`src/rtl/lmfe_pkg.sv`:
```
// shared constants and packed types for the sliding-window median filter, referenced by scope
package lmfe_pkg;

  // sample format
  localparam int SAMPLE_W = 8;

  // window length, must stay odd so one middle rank exists
  localparam int WIN = 49;

  // rank of the median, counted from the smallest cell
  localparam int MED_IDX = (WIN - 1) / 2;

  // ring pointer and fill counter width, enough to hold WIN
  localparam int PTR_W = 6;

  // last ring slot before the pointer wraps
  localparam logic [PTR_W-1:0] PTR_LAST = PTR_W'(WIN - 1);

  // fill count at which the window holds only real samples
  localparam logic [PTR_W-1:0] FILL_DONE = PTR_W'(WIN);

  typedef logic [SAMPLE_W-1:0] sample_t;

  // every ring slot and rank cell starts here after reset
  localparam sample_t FILL_VALUE = 8'hff;

  // one insert/delete request for the rank chain
  // ins == del means no change in any cell
  typedef struct packed {
    logic    valid;
    sample_t ins;
    sample_t del;
  } sort_op_t;

  // median tap of the chain
  typedef struct packed {
    logic    valid;
    sample_t value;
  } median_t;

endpackage

```
`src/rtl/sample_window.sv`:
```
// input side of the median filter, turns each accepted sample into an insert/delete operation
`timescale 1ns/1ps

module sample_window (
  input  logic                CLK,
  input  logic                RST,
  input  logic                in_en,
  input  lmfe_pkg::sample_t   din,
  output lmfe_pkg::sort_op_t  op
);

  // history of the last WIN samples, oldest entry sits at wr_ptr
  lmfe_pkg::sample_t ring [lmfe_pkg::WIN];

  logic [lmfe_pkg::PTR_W-1:0] wr_ptr;
  logic [lmfe_pkg::PTR_W-1:0] wr_ptr_nxt;

  // wrap at WIN, not at the power of two
  always_comb begin
    if (wr_ptr == lmfe_pkg::PTR_LAST) begin
      wr_ptr_nxt = '0;
    end else begin
      wr_ptr_nxt = wr_ptr + 1'b1;
    end
  end

  always_ff @(posedge CLK or posedge RST) begin
    if (RST) begin
      wr_ptr <= '0;
      for (int i = 0; i < lmfe_pkg::WIN; i++) begin
        ring[i] <= lmfe_pkg::FILL_VALUE;
      end
    end else if (in_en) begin
      ring[wr_ptr] <= din;
      wr_ptr       <= wr_ptr_nxt;
    end
  end

  // the op leaves one edge after the sample, the overwritten entry is the one to delete
  always_ff @(posedge CLK or posedge RST) begin
    if (RST) begin
      op.valid <= 1'b0;
      op.ins   <= lmfe_pkg::FILL_VALUE;
      op.del   <= lmfe_pkg::FILL_VALUE;
    end else begin
      op.valid <= in_en;
      if (in_en) begin
        op.ins <= din;
        op.del <= ring[wr_ptr];
      end
    end
  end

  // pointer must never address past the ring
  a_ptr_in_range: assert property (
    @(posedge CLK) disable iff (RST)
    wr_ptr <= lmfe_pkg::PTR_LAST
  ) else $error("sample_window pointer out of range: %0d", wr_ptr);

endmodule

```
`src/rtl/rank_cell.sv`:
```
// one ordered cell of the rank chain, updated by an insert/delete pair each valid cycle
`timescale 1ns/1ps

module rank_cell (
  input  logic                CLK,
  input  logic                RST,
  input  lmfe_pkg::sort_op_t  op,
  input  lmfe_pkg::sample_t   prev,
  input  lmfe_pkg::sample_t   next,
  output lmfe_pkg::sample_t   value
);

  lmfe_pkg::sample_t value_nxt;

  always_comb begin
    value_nxt = value;
    if (op.ins < op.del) begin
      // smaller value comes in, cells in (ins, del] shift up by one rank
      if (value > op.ins && value <= op.del) begin
        value_nxt = (prev > op.ins) ? prev : op.ins;
      end
    end else if (op.ins > op.del) begin
      // larger value comes in, cells in [del, ins) shift down by one rank
      if (value < op.ins && value >= op.del) begin
        value_nxt = (next < op.ins) ? next : op.ins;
      end
    end
    // equal ins and del keeps the chain as it is
  end

  always_ff @(posedge CLK or posedge RST) begin
    if (RST) begin
      value <= lmfe_pkg::FILL_VALUE;
    end else begin
      value <= value_nxt;
    end
  end

endmodule

```
`src/rtl/rank_array.sv`:
```
// processing part of the median filter, a chain of WIN rank cells with the median tap
`timescale 1ns/1ps

module rank_array (
  input  logic                CLK,
  input  logic                RST,
  input  lmfe_pkg::sort_op_t  op,
  output lmfe_pkg::median_t   median
);

  // cell outputs, index 0 holds the smallest value
  lmfe_pkg::sample_t cell_val [lmfe_pkg::WIN];

  lmfe_pkg::sort_op_t cell_op;
  logic               med_valid;

  // idle cycles present ins == del so no cell moves
  always_comb begin
    cell_op.valid = op.valid;
    cell_op.del   = op.del;
    cell_op.ins   = op.valid ? op.ins : op.del;
  end

  for (genvar i = 0; i < lmfe_pkg::WIN; i++) begin : g_cell
    lmfe_pkg::sample_t prev_val;
    lmfe_pkg::sample_t next_val;

    // chain ends see the extremes of the sample range
    if (i == 0) begin : g_low
      assign prev_val = '0;
    end else begin : g_mid_low
      assign prev_val = cell_val[i-1];
    end

    if (i == lmfe_pkg::WIN - 1) begin : g_high
      assign next_val = lmfe_pkg::FILL_VALUE;
    end else begin : g_mid_high
      assign next_val = cell_val[i+1];
    end

    rank_cell u_cell (
      .CLK   (CLK),
      .RST   (RST),
      .op    (cell_op),
      .prev  (prev_val),
      .next  (next_val),
      .value (cell_val[i])
    );

    // the chain stays sorted across every insert/delete
    if (i > 0) begin : g_order
      a_sorted: assert property (
        @(posedge CLK) disable iff (RST)
        cell_val[i-1] <= cell_val[i]
      ) else $error("rank chain out of order at cell %0d", i);
    end
  end

  // cells settle at the same edge, so the flag just follows the op by one cycle
  always_ff @(posedge CLK or posedge RST) begin
    if (RST) begin
      med_valid <= 1'b0;
    end else begin
      med_valid <= op.valid;
    end
  end

  assign median.valid = med_valid;
  assign median.value = cell_val[lmfe_pkg::MED_IDX];

endmodule

```
`src/rtl/median_out.sv`:
```
// output side of the median filter, holds results back until the window is filled with samples
`timescale 1ns/1ps

module median_out (
  input  logic               CLK,
  input  logic               RST,
  input  lmfe_pkg::median_t  median,
  output logic               out_valid,
  output lmfe_pkg::sample_t  dout
);

  // number of valid medians seen, stops at WIN
  logic [lmfe_pkg::PTR_W-1:0] fill_cnt;
  logic                       fill_last;

  // the WIN-th median is the first one without reset filler in it
  assign fill_last = (fill_cnt >= lmfe_pkg::FILL_DONE - 1'b1);

  always_ff @(posedge CLK or posedge RST) begin
    if (RST) begin
      fill_cnt <= '0;
    end else if (median.valid && fill_cnt != lmfe_pkg::FILL_DONE) begin
      fill_cnt <= fill_cnt + 1'b1;
    end
  end

  always_ff @(posedge CLK or posedge RST) begin
    if (RST) begin
      out_valid <= 1'b0;
      dout      <= '0;
    end else begin
      out_valid <= median.valid && fill_last;
      if (median.valid && fill_last) begin
        dout <= median.value;
      end
    end
  end

  // no result escapes before the window is full
  a_no_early_valid: assert property (
    @(posedge CLK) disable iff (RST)
    out_valid |-> (fill_cnt == lmfe_pkg::FILL_DONE)
  ) else $error("out_valid raised with fill count %0d", fill_cnt);

endmodule

```
`src/rtl/median_filter_top.sv`:
```
// top level of the streaming median filter, one sample per in_en strobe, result two edges later
`timescale 1ns/1ps

module median_filter_top (
  input  logic               CLK,
  input  logic               RST,
  input  logic               in_en,
  input  lmfe_pkg::sample_t  din,
  output logic               out_valid,
  output lmfe_pkg::sample_t  dout
);

  lmfe_pkg::sort_op_t sort_op;
  lmfe_pkg::median_t  median;

  // sample history, produces the insert/delete pair
  sample_window u_window (
    .CLK   (CLK),
    .RST   (RST),
    .in_en (in_en),
    .din   (din),
    .op    (sort_op)
  );

  // ordered chain, median read from the middle cell
  rank_array u_rank (
    .CLK    (CLK),
    .RST    (RST),
    .op     (sort_op),
    .median (median)
  );

  median_out u_out (
    .CLK       (CLK),
    .RST       (RST),
    .median    (median),
    .out_valid (out_valid),
    .dout      (dout)
  );

endmodule

```
`config.mk`:
```
export PLATFORM = sky130hd
export DESIGN_NAME = median_filter_top
export DESIGN_NICKNAME = d
export VERILOG_FILES = /design/src/rtl/lmfe_pkg.sv /design/src/rtl/sample_window.sv /design/src/rtl/rank_cell.sv /design/src/rtl/rank_array.sv /design/src/rtl/median_out.sv /design/src/rtl/median_filter_top.sv
export SDC_FILE = /design/constraint.sdc
export NUM_CORES = 2
export LEC_CHECK = 0
export BUFFER_PORTS_ARGS = -buffer_cell sky130_fd_sc_hd__buf_2
export CAP_MARGIN = 20
export CORE_MARGIN = 10
export CORE_UTILIZATION = 50
export DETAILED_ROUTE_END_ITERATION = 7
export MAX_ROUTING_LAYER = met4
export PLACE_DENSITY = 0.65
export SYNTH_ARGS = -nofsm -noshare
export SYNTH_HDL_FRONTEND = slang
export SYNTH_SLANG_ARGS = --single-unit
```
`constraint.sdc`:
```
create_clock -name CLK -period 59.4 [get_ports CLK]
set_input_delay 8.91 -clock CLK [delete_from_list [all_inputs] [get_ports CLK]]
set_output_delay 8.91 -clock CLK [all_outputs]
set_load 0.05 [all_outputs]
```
==> implementation parameters <==
Parameter                              Value

Run status
  Run status ... completed

Timing
  Final Critical Period ... 10.79 ns
  Min Hold Slack ... 0.490 ns
  Setup TNS ... 0 ns
  Unrepaired setup endpoints after global routing ... no
  Final worst path period share ... 18.2%
  Slew Viols, Final ... 0
  Worst Max-Slew Pin Slew ... 1.19 ns
  Relative slew slack ... 20.7%
  Achievable Freq ... 92.7 MHz
  Layout Skew ... 0.0636 ns
  Final number of setup-violating endpoints ... 0
  Final-report hold violation count ... 0

Detailed routing
  Post-DR vias/cell ... 6.61
  WL/cell ... 26.0 um
  DR iter-0 viols ... 4481
  Aggregate routed wire length ... 202 mm
  Residual antenna-violating net count after detailed routing ... 0
  Post-detailed-route DRC marker count ... 0
  First-pass iteration count of the detailed router ... 6
  Via count ... 51.4k

Layout
  Signed area change from the synthesized netlist to the final layout ... 7.83%
  Antenna Diode Count ... 0
  Finished Cell Area ... 71400 um2
  Number of nets in the final layout ... 6757
  Layout cell share with drive strength beyond 1 ... 35.1%
  Final Instance Count excl. Fillers ... 7780

Worst setup path
  Register-to-Register Setup Slack ... 52.60 ns
  Kind of critical path ... in2reg
  Worst Reg2Reg Path Length in Cells ... 13
  Highest net fanout along the worst path ... 38
  Arrival time of data at the critical path endpoint ... 11.47 ns
  Setup crit start kind ... input port
  Nature of the critical path endpoint ... register
  CP required ... 60.07 ns

Clocking
  Clock root buffer ... sky130_fd_sc_hd__clkbuf_16
  Post-CTS repair timing setup buffer count ... 0
  H-tree depth reported by CTS ... 3
  Maximum root-to-sink buffer count ... 3
  Number of hold-repair buffers added at the cts stage ... 0
  Number of clock buffers inserted by TritonCTS ... 94
  CTS clock-pin slew for the worst setup and hold paths ... 0.06 ns
  Clk_lat worst skew ... 0.76 ns
  Number of gates resized after cts ... 0
  # clock sinks ... 823
  TritonCTS clock tree ... yes

Synthesis
  Fraction of the mapped netlist area in adder cells ... 15.0%
  Syn Area/Cell ... 10.9 um2
  Number of enable flip-flop cells after synthesis ... 0
  Top-count cell post-synth ... sky130_fd_sc_hd__dfstp_2
  Post-synthesis share of cell area spent on and, or, nand and nor gates ... 6.98%
  Most used DFF post-synth ... sky130_fd_sc_hd__dfstp_2
  Fraction of synthesized cell area taken by the top area cell type ... 31.7%
  Share of flip-flops with an asynchronous set or reset ... 100%
  Post-synth top cells ... sky130_fd_sc_hd__dfstp_2 (800), sky130_fd_sc_hd__ha_1 (796), sky130_fd_sc_hd__mux2i_1 (784)
  Cell types occupying the most area after synthesis ... sky130_fd_sc_hd__dfstp_2 (32%), sky130_fd_sc_hd__ha_1 (15%), sky130_fd_sc_hd__mux2_2 (12%), sky130_fd_sc_hd__mux2i_1 (12%), sky130_fd_sc_hd__o21ai_0 (4.3%)
  Post-synthesis cell type with the largest combined area ... sky130_fd_sc_hd__dfstp_2
  Synthesis warning total ... 0
  Dominant combinational cell family by area after synthesis ... multiplexers
  Register bit total from synthesis ... 823
  Netlist cell types ... 73
  Proportion of synthesized chip area in sequential cells ... 32.6%
  Mux contribution to synthesized area ... 27.5%
  Xor-xnor portion of the synthesized cell area ... 0.0793%
  Complex-gate fraction of the synthesized area ... 14.7%
  Synthesized Nets ... 6895
  Cells after synthesis ... 6088
  Synthesized area ... 66200 um2

Global route
  Overflow left after global routing ... 0
  Maximum number of pins on one net before global-route repair ... 201
  Number of global-route vias before repair ... 51.7k
  Antenna violations before repair ... 0
  GRT Util Overall ... 27.4%
  Global-route wire length before repair ... 313 mm

Die
  Horizontal die dimension ... 384 um
  Die Height ... 384 um
  Total Die Area ... 147000 um2
  Initial core utilization ... 50.3%
  Number of core rows ... 133
  Core area ... 132000 um2
  Boundary pin count ... 20

Placement
  Final weighted congestion in routability-driven placement ... 0.847
  Placed inst area ... 67900 um2
  I/O Buffers ... 19
  Number of placed cells counting well taps ... 7594
  HPWL Detailed ... 125 mm

Hold path
  Count of cells along the worst hold path ... 2
  Tightest Hold Check Type ... reg2reg

Flow run
  Number of maximum-capacitance constraint violations ... 0
## placed cells by master (no fill, tap or decap), drive strengths merged, types with 134 or more instances in the layout
cell and instances:
ha 796, a21oi 388, clkbuf 137, dfstp 800, o21ai 625, nand4 186, inv 156, mux2i 784
nor2 134, mux2 723
## layout make-up
type,count,area (um2)
clock buffer,134,2670
clock inverter,37,588
fill,11248,60200
inverter,156,628
multi-input combinational,4757,42700
sequential,823,21600
tap,1755,2200
timing repair buffer,118,1020
## state kept, by name, indices dropped and copies added, names as in the netlist
name,cells
u_window.ring,392
u_out.fill_cnt,6
u_rank.med_valid,1
u_out.dout,8
u_window.wr_ptr,6
u_window.op,17
u_rank.g_cell.u_cell.value,392
u_out.out_valid,1
## cell families (layout without fill, tap and decap cells)
group	after synthesis	after routing
buffers and inverters	508	445
adder cells (fa/ha/maj)	796	796
multiplexers	1603	1603
AO/OA/AOI/OAI	1487	1487
flip-flops	823	823
XOR/XNOR	6	6
AND/OR/NAND/NOR	865	865
## per-stage QoR
step / utilization (%) / worst slack [ns]
detailed placement: 51.6 / 47.58
floorplan: - / 28.70
CTS: 54.1 / 48.42
global route: 54.3 / 48.59
global placement: 51.6 / 47.63
finish: 54.3 / 48.61
## critical path: stages
cell	delay, ns
sky130_fd_sc_hd__buf_2	0.56
sky130_fd_sc_hd__nand4_1	0.73
sky130_fd_sc_hd__nor2_1	0.84
sky130_fd_sc_hd__mux2_2	0.41
## worst paths after layout
path,from,endpoint
max,in_en,u_window.ring[137]
min,u_out.dout[0],u_out.dout[0]
max reg2reg,u_window.op[16],u_rank.g_cell[6].u_cell.value[7]
min reg2reg,u_out.dout[0],u_out.dout[0]
max in group asynchronous,RST,u_rank.g_cell[45].u_cell.value[7]
min in group asynchronous,RST,u_rank.med_valid
## routing by layer
metal | part of all wire [%] | GRT usage [%] | wire, um | up-vias
met5 | 0 | - | 0 | -
met4 | 3.5 | 9.22 | 7080 | 0
met3 | 6.4 | 3.74 | 12900 | 474
met2 | 46 | 42.4 | 92500 | 1895
met1 | 44 | 36.8 | 89600 | 25930
li1 | - | - | - | 23099
Power is left out: the tool's default activity adds up to more than one toggle a clock period on the data nets, which glitch-free logic cannot reach.
